==> config.mk <==
export PLATFORM = sky130hd
export DESIGN_NAME = afe_top
export DESIGN_NICKNAME = d
export VERILOG_FILES = /design/src/logic/afe_pkg.sv /design/src/logic/adc_front.sv /design/src/logic/afe_top.sv /design/src/logic/dac_back.sv /design/src/logic/hk_regs.sv
export SDC_FILE = /design/constraint.sdc
export NUM_CORES = 1
export LEC_CHECK = 0
export ABC_AREA = 1
export BUFFER_PORTS_ARGS = -buffer_cell sky130_fd_sc_hd__buf_2
export CAP_MARGIN = 10
export CORE_MARGIN = 2
export CORE_UTILIZATION = 43
export CTS_CLUSTER_DIAMETER = 150
export DETAILED_ROUTE_END_ITERATION = 10
export PLACE_DENSITY = 0.82
export SYNTH_ARGS = -nofsm -noshare
export SYNTH_HDL_FRONTEND = slang
export SYNTH_HIERARCHICAL = 1
export SYNTH_SLANG_ARGS = --single-unit
export TNS_END_PERCENT = 10
==> constraint.sdc <==
create_clock -name adc_clk -period 4.2 [get_ports adc_clk]
set_clock_uncertainty 0.2 [all_clocks]
set_input_delay 1.05 -clock adc_clk [delete_from_list [all_inputs] [get_ports adc_clk]]
set_output_delay 1.05 -clock adc_clk [all_outputs]
set_load 0.03 [all_outputs]
==> src/logic/afe_pkg.sv <==
// Analog front-end shared widths, sample and code types, pair and bus structs, register map
`default_nettype none

package afe_pkg;

  //////////////////////////////////////////////////////////
  // Widths
  //////////////////////////////////////////////////////////

  parameter int ADC_RAW_W = 16;  // Raw converter word, 2 LSBs unused
  parameter int SMP_W     = 14;  // Sample and DAC code
  parameter int SUM_W     = 15;  // Generator + controller, before clipping

  parameter int SYS_AW = 20;  // System bus address
  parameter int SYS_DW = 32;  // System bus data

  //////////////////////////////////////////////////////////
  // Data path types
  //////////////////////////////////////////////////////////

  typedef logic signed [SMP_W-1:0] smp_t;  // Two's complement
  typedef logic        [SMP_W-1:0] code_t; // Negative slope, offset binary

  // Mid-scale code, sample value zero
  parameter code_t CODE_ZERO = 14'h1FFF;

  // Channel B sits in the upper half, channel A in the lower
  typedef struct packed {
    logic [ADC_RAW_W-1:0] ch_b;
    logic [ADC_RAW_W-1:0] ch_a;
  } raw_pair_t;

  typedef struct packed {
    smp_t ch_b;
    smp_t ch_a;
  } smp_pair_t;

  typedef struct packed {
    code_t ch_b;
    code_t ch_a;
  } code_pair_t;

  // Per-channel clip flag, ch_a is bit 0
  typedef struct packed {
    logic ch_b;
    logic ch_a;
  } sat_t;

  //////////////////////////////////////////////////////////
  // System bus
  //////////////////////////////////////////////////////////

  typedef struct packed {
    logic [SYS_AW-1:0] addr;
    logic [SYS_DW-1:0] wdata;
    logic              wen;   // Single-cycle write strobe
    logic              ren;   // Single-cycle read strobe
  } sys_req_t;

  typedef struct packed {
    logic [SYS_DW-1:0] rdata;
    logic              ack;   // One cycle after strobe
    logic              err;
  } sys_rsp_t;

  parameter logic [SYS_AW-1:0] REG_ID   = 20'h00;  // Read only
  parameter logic [SYS_AW-1:0] REG_CTRL = 20'h04;  // Bit 0 loopback
  parameter logic [SYS_AW-1:0] REG_SAT  = 20'h08;  // Sticky clip, W1C

  // Negative slope code to two's complement
  function automatic smp_t code_to_smp(input code_t code);
    return smp_t'({code[SMP_W-1], ~code[SMP_W-2:0]});  // Keep MSB, flip the rest
  endfunction

  // Same flip back toward the converter
  function automatic code_t smp_to_code(input smp_t smp);
    return {smp[SMP_W-1], ~smp[SMP_W-2:0]};
  endfunction

endpackage

`default_nettype wire

==> src/logic/adc_front.sv <==
// ADC input register, offset-to-two's-complement conversion and digital loopback select
`timescale 1ns/1ns
`default_nettype none

module adc_front (
  input  logic                adc_clk,
  input  logic                rst_n_i,
  input  afe_pkg::raw_pair_t  adc_raw_i,  // Straight from the pins
  input  afe_pkg::smp_pair_t  sat_dat_i,  // Clipped DAC values
  input  logic                loop_en_i,  // From housekeeping
  output afe_pkg::smp_pair_t  adc_smp_o
);

  import afe_pkg::*;

  // 0x8000 on the pins, upper 14 bits only
  localparam code_t RAW_RST = code_t'(16'h8000 >> (ADC_RAW_W - SMP_W));

  code_pair_t adc_reg;  // Captured raw codes
  smp_pair_t  adc_cnv;  // After slope conversion

  //////////////////////////////////////////////////////////
  // Capture
  //////////////////////////////////////////////////////////

  // Meant to map onto the IO block flops
  // Two LSBs belong to a 16-bit part and are dropped
  always_ff @(posedge adc_clk or negedge rst_n_i)
  begin
    if (!rst_n_i)
    begin
      adc_reg.ch_a <= RAW_RST;  // Reads back as -1
      adc_reg.ch_b <= RAW_RST;
    end
    else
    begin
      adc_reg.ch_a <= adc_raw_i.ch_a[ADC_RAW_W-1 -: SMP_W];
      adc_reg.ch_b <= adc_raw_i.ch_b[ADC_RAW_W-1 -: SMP_W];
    end
  end

  //////////////////////////////////////////////////////////
  // Conversion and loopback
  //////////////////////////////////////////////////////////

  // Negative slope, mid-scale offset
  always_comb
  begin
    adc_cnv.ch_a = code_to_smp(adc_reg.ch_a);
    adc_cnv.ch_b = code_to_smp(adc_reg.ch_b);
  end

  // Loopback bypasses the capture flops entirely,
  // so the clipped sum shows up in the same cycle
  always_comb
  begin
    if (loop_en_i)
    begin
      adc_smp_o = sat_dat_i;  // Internal test path
    end
    else
    begin
      adc_smp_o = adc_cnv;    // Normal acquisition
    end
  end

endmodule

`default_nettype wire

==> src/logic/afe_top.sv <==
// Analog front-end top level connecting ADC front, DAC back and housekeeping registers
`timescale 1ns/1ns
`default_nettype none

module afe_top #(
  parameter logic [31:0] HK_ID = 32'h0000_0000  // Passed to housekeeping
) (
  input  logic                adc_clk,
  input  logic                rst_n_i,    // Async, active low
  // Converter side
  input  afe_pkg::raw_pair_t  adc_raw_i,
  input  afe_pkg::smp_pair_t  gen_dat_i,  // Generator stream in
  input  afe_pkg::smp_pair_t  ctl_dat_i,  // Controller stream in
  // System bus
  input  afe_pkg::sys_req_t   sys_req_i,
  // Streams and codes out
  output afe_pkg::smp_pair_t  adc_smp_o,
  output afe_pkg::code_pair_t dac_dat_o,
  output afe_pkg::sys_rsp_t   sys_rsp_o
);

  import afe_pkg::*;

  smp_pair_t sat_dat;  // Clipped DAC sum, loopback source
  sat_t      sat_hit;  // Clip pulses into status
  logic      loop_en;  // Digital loopback enable

  //////////////////////////////////////////////////////////
  // Acquisition side
  //////////////////////////////////////////////////////////

  adc_front i_adc_front (
    .adc_clk   (adc_clk  ),
    .rst_n_i   (rst_n_i  ),
    .adc_raw_i (adc_raw_i),
    .sat_dat_i (sat_dat  ),  // From DAC path
    .loop_en_i (loop_en  ),
    .adc_smp_o (adc_smp_o)
  );

  //////////////////////////////////////////////////////////
  // Generation side
  //////////////////////////////////////////////////////////

  dac_back i_dac_back (
    .adc_clk   (adc_clk  ),  // Same clock drives the DAC
    .rst_n_i   (rst_n_i  ),
    .gen_dat_i (gen_dat_i),
    .ctl_dat_i (ctl_dat_i),
    .sat_dat_o (sat_dat  ),
    .sat_hit_o (sat_hit  ),
    .dac_dat_o (dac_dat_o)
  );

  //////////////////////////////////////////////////////////
  // Housekeeping
  //////////////////////////////////////////////////////////

  hk_regs #(
    .HK_ID (HK_ID)
  ) i_hk_regs (
    .adc_clk   (adc_clk  ),
    .rst_n_i   (rst_n_i  ),
    .sys_req_i (sys_req_i),
    .sys_rsp_o (sys_rsp_o),
    .sat_hit_i (sat_hit  ),
    .loop_en_o (loop_en  )
  );

endmodule

`default_nettype wire

==> src/logic/dac_back.sv <==
// DAC path summing generator and controller, saturating, converting to code and registering
`timescale 1ns/1ns
`default_nettype none

module dac_back (
  input  logic                adc_clk,
  input  logic                rst_n_i,
  input  afe_pkg::smp_pair_t  gen_dat_i,  // Signal generator stream
  input  afe_pkg::smp_pair_t  ctl_dat_i,  // Controller stream
  output afe_pkg::smp_pair_t  sat_dat_o,  // Clipped sum, also feeds loopback
  output afe_pkg::sat_t       sat_hit_o,  // Clip this cycle
  output afe_pkg::code_pair_t dac_dat_o   // Registered converter codes
);

  import afe_pkg::*;

  logic signed [SUM_W-1:0] sum_a;
  logic signed [SUM_W-1:0] sum_b;

  // Overflow shows as a mismatch of the two top bits
  function automatic logic clip(input logic signed [SUM_W-1:0] sum);
    return sum[SUM_W-1] ^ sum[SUM_W-2];
  endfunction

  // Clamp to +8191 / -8192 on overflow, else drop the extra bit
  function automatic smp_t saturate(input logic signed [SUM_W-1:0] sum);
    smp_t res;
    if (clip(sum))
    begin
      res = smp_t'({sum[SUM_W-1], {(SMP_W-1){~sum[SUM_W-1]}}});
    end
    else
    begin
      res = sum[SMP_W-1:0];
    end
    return res;
  endfunction

  //////////////////////////////////////////////////////////
  // Sum and saturation
  //////////////////////////////////////////////////////////

  // Both operands signed, extended to 15 bits
  assign sum_a = gen_dat_i.ch_a + ctl_dat_i.ch_a;
  assign sum_b = gen_dat_i.ch_b + ctl_dat_i.ch_b;

  always_comb
  begin
    sat_dat_o.ch_a = saturate(sum_a);
    sat_dat_o.ch_b = saturate(sum_b);
  end

  // Pulse per channel, housekeeping makes it sticky
  always_comb
  begin
    sat_hit_o.ch_a = clip(sum_a);
    sat_hit_o.ch_b = clip(sum_b);
  end

  //////////////////////////////////////////////////////////
  // Output register
  //////////////////////////////////////////////////////////

  // Converter wants negative slope offset code
  always_ff @(posedge adc_clk or negedge rst_n_i)
  begin
    if (!rst_n_i)
    begin
      dac_dat_o.ch_a <= CODE_ZERO;  // Analog zero out of reset
      dac_dat_o.ch_b <= CODE_ZERO;
    end
    else
    begin
      dac_dat_o.ch_a <= smp_to_code(sat_dat_o.ch_a);
      dac_dat_o.ch_b <= smp_to_code(sat_dat_o.ch_b);
    end
  end

endmodule

`default_nettype wire

==> src/logic/hk_regs.sv <==
// Housekeeping register block on the system bus with ID, loopback control and clip status
`timescale 1ns/1ns
`default_nettype none

module hk_regs #(
  parameter logic [31:0] HK_ID = 32'h0000_0000  // Build identification
) (
  input  logic              adc_clk,
  input  logic              rst_n_i,
  input  afe_pkg::sys_req_t sys_req_i,
  output afe_pkg::sys_rsp_t sys_rsp_o,
  input  afe_pkg::sat_t     sat_hit_i,  // Clip pulses from DAC path
  output logic              loop_en_o
);

  import afe_pkg::*;

  logic              loop_en;   // REG_CTRL bit 0
  sat_t              sat_sts;   // REG_SAT bits 1:0
  sat_t              sat_clr;   // W1C mask this cycle
  logic              strobe;
  logic              hit_id;
  logic              hit_ctrl;
  logic              hit_sat;
  logic              bad;
  logic [SYS_DW-1:0] rd_mux;

  //////////////////////////////////////////////////////////
  // Address decode
  //////////////////////////////////////////////////////////

  assign hit_id   = (sys_req_i.addr == REG_ID);
  assign hit_ctrl = (sys_req_i.addr == REG_CTRL);
  assign hit_sat  = (sys_req_i.addr == REG_SAT);

  assign strobe = sys_req_i.wen | sys_req_i.ren;

  // Unmapped, or an attempt to overwrite the ID
  assign bad = !(hit_id || hit_ctrl || hit_sat) || (sys_req_i.wen && hit_id);

  // Read data, zero for anything unmapped
  always_comb
  begin
    case (sys_req_i.addr)
      REG_ID:   rd_mux = HK_ID;
      REG_CTRL: rd_mux = SYS_DW'(loop_en);
      REG_SAT:  rd_mux = SYS_DW'(sat_sts);
      default:  rd_mux = '0;
    endcase
  end

  //////////////////////////////////////////////////////////
  // Control and status
  //////////////////////////////////////////////////////////

  always_ff @(posedge adc_clk or negedge rst_n_i)
  begin
    if (!rst_n_i)
    begin
      loop_en <= 1'b0;
    end
    else if (sys_req_i.wen && hit_ctrl)
    begin
      loop_en <= sys_req_i.wdata[0];  // Upper bits ignored
    end
  end

  // Only a write to REG_SAT clears anything
  assign sat_clr = (sys_req_i.wen && hit_sat) ? sat_t'(sys_req_i.wdata[1:0]) : sat_t'(2'b00);

  // Sticky, a new clip beats a clear in the same cycle
  always_ff @(posedge adc_clk or negedge rst_n_i)
  begin
    if (!rst_n_i)
    begin
      sat_sts <= '0;
    end
    else
    begin
      sat_sts <= sat_t'((sat_sts & ~sat_clr) | sat_hit_i);
    end
  end

  assign loop_en_o = loop_en;

  //////////////////////////////////////////////////////////
  // Bus response
  //////////////////////////////////////////////////////////

  // Everything answers one cycle after the strobe
  always_ff @(posedge adc_clk or negedge rst_n_i)
  begin
    if (!rst_n_i)
    begin
      sys_rsp_o <= '0;
    end
    else
    begin
      sys_rsp_o.ack <= strobe;
      sys_rsp_o.err <= strobe & bad;   // Always paired with ack
      if (sys_req_i.ren)
      begin
        sys_rsp_o.rdata <= rd_mux;
      end
      else
      begin
        sys_rsp_o.rdata <= '0;         // Writes return nothing
      end
    end
  end

endmodule

`default_nettype wire
# After elaboration in Yosys (flattened, before gate mapping)
# Index checks and enable logic that the tools add are counted.
totals:
  register_bits: 93
  latch_bits: 0
  ram_bits: 0
  rom_bits: 0
  inputBits: 144
  out_inout_bits: 90
  elab_cells: 41
  n_memories: 0
classes:
  n_addsub: 2
  multipliers: 0
  n_div: 0
  magnitude_cmp: 0
  n_eq_ne: 2
  shift: 0
  n_mux: 6
  bitwise_logic: 13
  reduce_logical: 8
op_table:
  columns: ["op", "count"]
  rows:
  - ["inverter 13 bit", 4]
  - ["two-way mux 32 bit", 1]
  - ["adder 14 x 14 -> 15 bit", 2]
  - ["two-way mux 14 bit", 2]
  - ["two-way mux 28 bit", 1]
  - ["== test 20 x 3 -> 1 bit, second input constant", 1]
  - ["== test 20 x 4 -> 1 bit, second input constant", 1]
  - ["logical NOT 20 bit", 1]
  - ["case mux 2 bit (2 select lines)", 1]
  - ["logical AND 1 bit", 3]
  - ["logical OR 1 bit", 3]
  - ["bitwise AND 2 bit", 1]
  - ["two-way mux 2 bit", 1]
  - ["inverter 1 bit", 2]
  - ["inverter 2 bit", 1]
  - ["bitwise OR 2 bit", 1]
  - ["bitwise XOR 1 bit", 2]
  - ["bitwise AND 1 bit", 1]
  - ["logical NOT 1 bit", 1]
  - ["bitwise OR 1 bit", 1]

# Logic depth before layout (Yosys ltp)
# Gate-level depths: netlist of the first run.
depth:
  depth_word: 6
  depth_mapped: 16
  depth_no_buf: 15

# Cells and area by module
# The synthesis of the first run kept the hierarchy.
modules_own_cells:
  columns: ["mod", "n_inst", "cells_per_inst", "area_per_inst_um2", "seq_area_each_um2"]
  rows:
  - ["dac_back", 1, 410, 2742.6, 733.2]
  - ["adc_front", 1, 93, 1096.1, 703.2]
  - ["hk_regs", 1, 83, 606.8, 175.2]

# Worst setup path before layout of the first run
# Ideal clock, no wire load.
synth_path:
  kind: "in2out"
  startpoint: "in gen_dat_i[14] in the netlist's numbering"
  endpoint: "out adc_smp_o[24] in the netlist's numbering"
  arrival_ps: 2910
  setup_slack_ps: 40
  stages: 16
  path_cell_list: "ha_1 fa_1 nand2_1 nand2_1 nand3_1 nand2_1 nand2_1 nand2_1 nand2_1 nand2_2 nand2_4 buf_6 nand2_1 nand2_1 nand2_1 o21ai_1"
synth_lines:
  columns: ["item", "line", "source"]
  rows:
  - ["start, declared", "afe_top.sv:12", "input afe_pkg::smp_pair_t gen_dat_i,"]
  - ["end, declared", "afe_top.sv:17", "output afe_pkg::smp_pair_t adc_smp_o,"]

==> impl_metrics.toml, run 1 <==
[status]
status = "finished, final reports clean"

[logic_synthesis]
synth_cells = 586
synth-simple-area-share_pct = 29.5
ys_async_sr_fraction_pct = 100
synth_fa_ha_area_share_pct = 8.78
postSynthAreaPerCell_um2 = 7.59
synthFlopType = "dfrtp_1"
synthTopCellsByArea = "dfrtp_1 20%, nand2_1 18%, dfstp_2 17%"
synth_edf_count = 0
seq_area_frac_synth_pct = 36.3
muxShareOfSynthArea_pct = 0
ys_warn_count = 6
synth_area_leader_cell = "dfrtp_1"
synth_compound_area_share_pct = 10.7
synth_commonest_cells = "216 x nand2_1, 42 x a21oi_1, 41 x nor2_1, 40 x inv_1, 35 x dfrtp_1"
synth_top_family_by_area = "simple AND/OR/NAND/NOR gates"
synth-seq-cells = 63
netlist-cell-type-count = 32
yosysMostFrequentCell = "nand2_1"
yosysTopAreaCellShare_pct = 19.7
synth_xor_area_share_pct = 3.35
synth_area_um2 = 4450

[worst_setup_path]
cp.required_ns = 2.95
arrival_ns = 2.91
crit_chain = "buf_6, ha_4, fa_2, nand2_1, nand2_1, nand3_2, nand2_2, buf_4, nand2_1, nand2_2, xor2_2, nand2_1, nand2_4, nand2_1, o21ai_1, buf_4"
reg2reg_depth = 3
cp-end-kind = "primary output"
cp_common_cell = "nand2_1"
rr_startpoint = "i_hk_regs/loop_en_o"
cp-startpoint = "ctl_dat_i[14]"
max_stage_delay_ns = 0.36
path_class = "in -> out"
critical_path.slowest_cell = "fa_2"
cp_max_fo = 2
start_kind = "primary input"

[clocking]
h-tree-depth = 3
hold_buffers = 0
clock_latency_ns = 0.33
clk_path_buf_depth = 2
root_buffer = "clkbuf_8"
cts.sinks = 63
cts_tree = "done"
cts_buffers = 9
clkTransAtPathRegs_ns = 0.07

[route]
drt_iter0_drc = 124
vias = 4565
drc = 0
vias_per_cell = 4.74
ant_nets = 0
post_drt_wl_per_cell_um = 13.3
totalWireLength_um = 12900
drt-pass1-iter-count = 4

[cells_and_area]
drive_gt1_share_pct = 45.9
largest_reg_flops = 28
final_core_util_pct = 63.7
design_area_um2 = 6490
num_antenna_cells = 0
area_growth_pct = 46.0
final_nets = 997

[place]
port-buffer-count = 169
routabilityCongestion = 0.909
dpl.hpwl_um = 9190
placed_area_um2 = 5680

[sta]
hold_viol = 0
slew-limit-headroom_pct = 60.2
fin_crit_ns = 4.16
setup_violations = 0
rsz0062_at_grt = "true"
timing.fmax_ghz = 0.240
tightest_slew_ns = 0.596
fin_crit_sh_pct = 99.1
finalMaxSlewViolations = 0
hold_ws_ns = 0.267
fin_tns_setup_ns = 0

[floorplanning]
initial_utilization_pct = 43.6
pin_count = 234
dieArea_um2 = 11200
fp-row-count = 37
core_um2 = 10200
die_y_um = 106
die_w_um = 106

[global_routing]
groute.usage.overall_pct = 20.3
grt_pass1_vias = 4015
antenna_found_initial = 0
grt_pass1_wl_um = 18200
grt_max_degree = 34
grt_remaining_overflow = 0

[power_and_ir_drop]
power_density_nw_per_um2 = 360
peakVddDrop_uv = 283
power.leakage_nw = 3.43

[worst_hold_path]
hold_path.class = "reg -> reg"
min-delay-start = "i_hk_regs/sat_sts[1]"
min_path_cells = 2

[job]
max_cap_violations = 0
stage by stage:
stage          worst slack (ns)  std cells  power (mW)
2_1_floorplan            0.0403        615        1.39
3_3_place_gp             -0.136        937        1.66
3_5_place_dp             -0.158        937        1.68
4_1_cts                0.000859        957        2.23
5_1_grt                 -0.0892        964        2.47
6_report                 0.0377        964        2.34
final cells by class:
cell class              count  area (µm²)
clock inverters             5        57.6
fillers                   844        3700
well taps                 136         170
flip-flops and latches     63        1610
inverters                  40         150
repair buffers            236        1530
clock buffers              11         131
multi-input cells         473        2840
routing by layer:
metal	GRT usage [%]	routed length, µm	share of wire (%)	vias up
met2	37.9	6940	54	179
li1	-	-	-	2301
met1	24.0	4870	38	2070
met3	4.51	822	6.4	15
met5	0	0	0	-
met4	3.57	230	1.8	0
worst max-delay path, delay by kind of cell:
family | cells | cell delay [ns]
simple gates | 9 | 0.64
fa+ha+maj | 2 | 0.52
buf+inv | 3 | 0.43
xor+xnor | 1 | 0.17
compound gates | 1 | 0.09
report_power, final:
part | switching (mW) | leakage, nW | total, mW | internal (mW)
registers | 0.0265 | 0.699 | 0.768 | 0.742
clock network | 0.242 | 0.0977 | 0.518 | 0.276
logic | 0.659 | 2.63 | 1.05 | 0.391
path summary, 6_finish.rpt:
kind / to / slack (ns)
hold / removal: i_hk_regs/sat_sts[1] / 0.27
min in group asynchronous: i_hk_regs/sys_rsp_o[0] / 0.51
setup reg to reg: i_hk_regs/sys_rsp_o[2] / 3.10
max in group asynchronous: i_dac_back/dac_dat_o[6] / 2.52
hold reg to reg: i_hk_regs/sat_sts[1] / 0.27
setup / recovery: adc_smp_o[24] / 0.04
what timing repair did:
action | 4_1_cts | 5_1_grt
gates resized for setup | 23 | 114
setup buffers | 2 | 4
pin swaps | 4 | 25
cloned | 2 | 3
endpoints found under the setup margin | 26 | 28
cells by family after synthesis:
logic type,count (synthesis)
other,1
xor gates and xnor gates,17
AOI/OAI and AO/OA,77
DFF,63
and+or+nand+nor,315
adders and majority gates,30
buffers and inverters,83
layout by cell type, fill, tap and decap left out, drive strengths merged:
cell / instances
nand2: 227
ha: 28
nand3: 30
a21oi: 42
a21boi: 2
fa: 2
or2: 3
xnor2: 4
dfrtp: 35
buf: 233
and2: 6
clkbuf: 14
xor2: 13
dfstp: 28
o21ai: 29
and3: 1
inv: 41
nand3b: 1
bufinv: 1
nand4: 7
clkinv: 3
o21bai: 4
conb: 30
nor2: 44
Power figures use the tool's default switching activity.
==> inputs of run 2 (changes only) <==
Settings changed: CORE_ASPECT_RATIO from default to 0.75.
==> impl_metrics.toml, run 2 (synthesized netlist as in run 1, its figures left out) <==
[sta]
hold_viol = 0
fin_crit_ns = 4.21
setup_ws_ns = -0.0140
rsz0062_at_grt = "true"
setup_violations = 4
fin_tns_setup_ns = -0.0303
tightest_slew_ns = 1.06
finalMaxSlewViolations = 0
timing.fmax_ghz = 0.237
fin_crit_sh_pct = 100
slew-limit-headroom_pct = 29.1

[cells_and_area]
num_antenna_cells = 0
final_common_cell = "nand2_1"
drive_gt1_share_pct = 45.7
design_area_um2 = 6510
area_growth_pct = 46.5
largest_reg_flops = 28
final_cell_mix = "183 x nand2_1, 139 x buf_2, 67 x buf_4, 40 x inv_1, 36 x nor2_1"
final_nets = 989

[power_and_ir_drop]
peakVddDrop_uv = 343
power.leakage_nw = 3.44
power.total_mw = 2.61
power_density_nw_per_um2 = 400

[clocking]
root_buffer = "clkbuf_16"
cts.sinks = 63
cts_buffers = 9
cts_tree = "done"
clkTransAtPathRegs_ns = 0.05
clk_path_buf_depth = 2
clock_latency_ns = 0.33
h-tree-depth = 3

[place]
port-buffer-count = 169
routabilityCongestion = 0.922
dpl.hpwl_um = 8900
placed_area_um2 = 5610

[worst_setup_path]
cp_max_fo = 7
crit_chain = "buf_6, ha_4, fa_2, nand2_2, nand2_2, nand3_2, nand2_2, nand2_2, nand2_2, nand2_1, nand2_1, nand2_2, clkbuf_16, nand2_1, nand2_2, o21ai_2, buf_6"
start_kind = "primary input"
r2r-end = "i_hk_regs/sys_rsp_o[2]"
arrival_ns = 2.96
worst-path-stages = 17
r2r_setup_slack_ns = 2.61
reg2reg_depth = 2
crit_path_end = "adc_smp_o[21]"
cp_common_cell = "nand2_2"
critical_path.slowest_cell = "fa_2"
rr_startpoint = "i_hk_regs/loop_en_o"
cp_top_family = "simple AND/OR/NAND/NOR gates"
path_buf_inv = 3
cp-end-kind = "primary output"
cp.required_ns = 2.95
max_stage_delay_ns = 0.37
path_class = "in -> out"
cp-startpoint = "ctl_dat_i[14]"

[route]
drt-pass1-iter-count = 5
met2_length_um = 6430
route.met3.wl_um = 681
post_drt_wl_per_cell_um = 13.3
totalWireLength_um = 12700
ant_nets = 0
top_layer = "met4"
vias_per_cell = 4.74
drt_iter0_drc = 178
met1_length_um = 5270
vias = 4530
drc = 0

[global_routing]
groute.usage.overall_pct = 20.5
grt_max_degree = 54
grt_remaining_overflow = 0
grt_pass1_wl_um = 18000
antenna_found_initial = 0
grt_pass1_vias = 4032

[job]
max_cap_violations = 0

[floorplanning]
initial_utilization_pct = 43.7
dieArea_um2 = 11200
die_w_um = 121
pin_count = 234
die_y_um = 92.1
core_um2 = 10200
fp-row-count = 32

[status]
status = "complete, but fails checks"
violations = "negative setup slack"

[worst_hold_path]
hold_path.class = "reg -> reg"
-- run 2: cell types whose count changed in the layout (fill, tap and decap cells not counted), moves of 3 or more --
cell,previous run,this run
ha_4,11,7
nand2_2,29,33
clkbuf_8,9,2
buf_4,70,67
ha_2,3,7
clkbuf_16,1,10
-- run 2: stage by stage --
stage / instances / worst slack, ns / util, % / hold slack [ns]
3_5_place_dp: 928 / -0.230 / 55.2 / 0.270
2_1_floorplan: 615 / 0.0403 / - / 0.235
3_3_place_gp: 928 / -0.171 / 55.2 / 0.254
5_1_grt: 956 / -0.114 / 64.0 / 0.308
4_1_cts: 952 / -0.0259 / 60.4 / 0.282
6_report: 956 / -0.0140 / 64.0 / 0.282
-- run 2: worst min-delay path by stage --
stage                                end  cells past startpoint  slack (ns)            startpoint
floorplan           i_hk_regs/sat_sts[1]                      2        0.23  i_hk_regs/sat_sts[1]
global placement    i_hk_regs/sat_sts[1]                      2        0.25  i_hk_regs/sat_sts[1]
detailed placement  i_hk_regs/sat_sts[0]                      2        0.27  i_hk_regs/sat_sts[0]
CTS                 i_hk_regs/sat_sts[0]                      2        0.28  i_hk_regs/sat_sts[0]
global route        i_hk_regs/sat_sts[0]                      2        0.31  i_hk_regs/sat_sts[0]
finish              i_hk_regs/sat_sts[1]                      2        0.28  i_hk_regs/sat_sts[1]
-- run 2: layout make-up --
type	instances	area, µm²
Fill cell	865	3660
Multi-Input combinational cell	473	2780
Sequential cell	63	1610
Timing Repair Buffer	228	1470
Clock buffer	13	260
Tap cell	136	170
Inverter	40	150
Clock inverter	3	65.1
-- run 2: tightest hold or removal path: stages, from the launching register on --
cell and delay (ns):
dfrtp_1 0.35, nand2_1 0.06, nand2_1 0.05
-- run 2: repair_timing --
action	CTS	global route
endpoints found under the setup margin	26	28
gates resized for setup	42	92
cloned	3	2
pin swaps	13	20
setup buffers	5	2
hold buffers	0	0
-- run 2: layer usage --
layer | track usage (%) | vias up
met3 | 5.04 | 29
met2 | 34.9 | 152
met5 | 0 | -
li1 | - | 2286
met1 | 25.2 | 2063
met4 | 7.47 | 0
-- run 2: where the power goes --
group | leakage, nW | internal [mW] | switching, mW | total [mW]
Sequential | 0.699 | 0.744 | 0.0356 | 0.780
Combinational | 2.58 | 0.374 | 0.648 | 1.02
Clock | 0.160 | 0.551 | 0.253 | 0.803
Total | 3.44 | 1.67 | 0.937 | 2.61
==> inputs of run 3 (changes only) <==
Settings changed: SYNTH_HIERARCHICAL 1 to default.
==> impl_metrics.toml, run 3 <==
[logic_synthesis]
yosysMostFrequentCell = "nand2_1"
postSynthAreaPerCell_um2 = 7.46
synthTopCellsByArea = "dfrtp_1 20%, nand2_1 19%, dfstp_2 17%"
seq_area_frac_synth_pct = 37.2
yosysTopAreaCellShare_pct = 20.2
synth_edf_count = 0
synth_area_leader_cell = "dfrtp_1"
synth_cells = 581
synthFlopType = "dfrtp_1"
ys_warn_count = 0
netlist-cell-type-count = 33
synth-seq-cells = 63
ys_async_sr_fraction_pct = 100
synth_commonest_cells = "217 x nand2_1, 56 x inv_1, 40 x nor2_1, 35 x dfrtp_1, 33 x nand3_1"
synth_area_um2 = 4340

[cells_and_area]
final_nets = 985
area_growth_pct = 56.1
num_antenna_cells = 0
final_core_util_pct = 69.5
final_common_cell = "nand2_1"
final_cell_mix = "142 x nand2_1, 139 x buf_2, 65 x nand2_2, 56 x inv_1, 52 x buf_4"
fillCellCount = 748
largest_reg_flops = 28
drive_gt1_share_pct = 53.2

[global_routing]
grt_max_degree = 34
grt_pass1_vias = 4136
groute.usage.overall_pct = 23.0
grt_pass1_wl_um = 19600
grt_remaining_overflow = 0
antenna_found_initial = 0

[sta]
timing.fmax_ghz = 0.237
tightest_slew_ns = 0.857
fin_crit_sh_pct = 100
rsz0062_at_grt = "true"
slew-limit-headroom_pct = 42.9
setup_ws_ns = -0.0120
hold_viol = 0
finalMaxSlewViolations = 0
setup_violations = 1
fin_crit_ns = 4.21

[route]
drc = 0
vias = 4569
drt-pass1-iter-count = 5
drt_iter0_drc = 254
totalWireLength_um = 13900
post_drt_wl_per_cell_um = 14.7
vias_per_cell = 4.82
ant_nets = 0

[worst_setup_path]
reg2reg_depth = 2
cp.required_ns = 2.95
cp-end-kind = "primary output"
arrival_ns = 2.96
start_kind = "primary input"
cp_max_fo = 6
path_class = "in -> out"

[clocking]
clock_latency_ns = 0.32
root_buffer = "clkbuf_16"
cts.sinks = 63
h-tree-depth = 3
cts_buffers = 9
clkTransAtPathRegs_ns = 0.05
clk_path_buf_depth = 2
cts_tree = "done"

[power_and_ir_drop]
peakVddDrop_uv = 375
power.leakage_nw = 3.60
power_density_nw_per_um2 = 458

[job]
max_cap_violations = 0

[floorplanning]
dieArea_um2 = 10900
die_w_um = 120
initial_utilization_pct = 44.5
die_y_um = 91.0
core_um2 = 9740
fp-row-count = 31
pin_count = 234

[status]
status = "complete, but fails checks"
violations = "negative setup slack"

[place]
dpl.hpwl_um = 9390
post-place-ws_ns = -0.302
routabilityCongestion = 0.895
port-buffer-count = 169

[worst_hold_path]
hold_path.class = "reg -> reg"
min_path_cells = 2
-- run 3: cell count changes in the layout (fill, tap and decap cells not counted), sizes merged, moves of 3 or more --
cell | previous run | this run
a21oi | 42 | 22
xnor2 | 4 | 10
nand4 | 7 | 2
inv | 40 | 58
clkbuf | 14 | 11
nand2 | 227 | 230
or2 | 3 | 27
nor3 | 0 | 5
nor2 | 44 | 40
nand3 | 30 | 35
o21ai | 29 | 6
xor2 | 13 | 6
and2 | 6 | 2
-- run 3: final cells by class --
cell class	instances	area, µm²	area share (%)
repair buffers	226	1490	22.1
clock inverters	5	105	1.55
multi-input cells	453	2930	43.3
well taps	132	165	2.44
flip-flops and latches	63	1610	23.8
inverters	58	218	3.22
clock buffers	11	243	3.59
-- run 3: critical path, stage by stage --
cell	delay (ns)
buf_6	0.10
ha_4	0.16
fa_2	0.35
nand2_2	0.09
nand2_2	0.07
nand3_2	0.07
nand2_2	0.09
nand2_2	0.10
nand2_2	0.07
nand2_2	0.07
nand2_2	0.07
a21oi_4	0.21
buf_8	0.19
nand2_2	0.07
nand2_2	0.07
buf_6	0.13
-- run 3: through the flow --
stage / area (µm²) / instances / TNS [ns] / total power [mW] / hold WS, ns
5_1_grt: 6770 / 948 / -1.01 / 3.23 / 0.307
6_report: 6770 / 948 / -0.0120 / 3.10 / 0.285
2_1_floorplan: 4450 / 610 / 0 / 1.53 / 0.245
4_1_cts: 6320 / 947 / -0.164 / 2.95 / 0.284
3_3_place_gp: 5530 / 918 / -3.99 / 1.89 / 0.269
3_5_place_dp: 5530 / 918 / -5.72 / 1.90 / 0.271
-- run 3: worst paths after layout --
kind                                 startpoint                       end  slack [ns]
setup reg to reg            i_hk_regs.loop_en_o    i_hk_regs.sys_rsp_o[2]        2.27
setup / recovery                   ctl_dat_i[0]              adc_smp_o[1]       -0.01
hold / removal             i_hk_regs.sat_sts[1]      i_hk_regs.sat_sts[1]        0.29
min in group asynchronous               rst_n_i   i_adc_front.adc_reg[25]        0.61
hold reg to reg            i_hk_regs.sat_sts[1]      i_hk_regs.sat_sts[1]        0.29
max in group asynchronous               rst_n_i  i_dac_back.dac_dat_o[20]        2.35
-- run 3: repair_timing --
action | CTS | global route
pin swaps | 15 | 42
gates cloned | 3 | 1
buffers inserted | 10 | 6
hold buffers | 0 | 0
endpoints found under the setup margin | 27 | 27
gates resized for setup | 95 | 120
-- run 3: routing by layer --
layer	GRT usage (%)	up-vias	part of all wire, %
met5	0	-	0
met4	3.82	0	1.2
met3	6.85	16	8.2
met2	36.8	228	48
met1	31.3	2113	42
li1	-	2212	-
-- run 3: where the power goes --
| group | leakage (nW) | internal (mW) | switching, mW | total (mW) |
|---|---|---|---|---|
| Clock | 0.162 | 0.596 | 0.266 | 0.862 |
| Combinational | 2.74 | 0.558 | 0.910 | 1.47 |
| Sequential | 0.696 | 0.744 | 0.0247 | 0.769 |
-- run 3: logic make-up after synthesis --
family / count (synthesis) / synth area share, %
AO/OA/AOI/OAI: 33 / 4.88
buffers and inverters: 96 / 11.8
AND/OR/NAND/NOR: 342 / 33.8
XOR/XNOR: 16 / 3.23
adder cells (fa/ha/maj): 30 / 9.00
other: 1 / 0.0865
flip-flops: 63 / 37.2
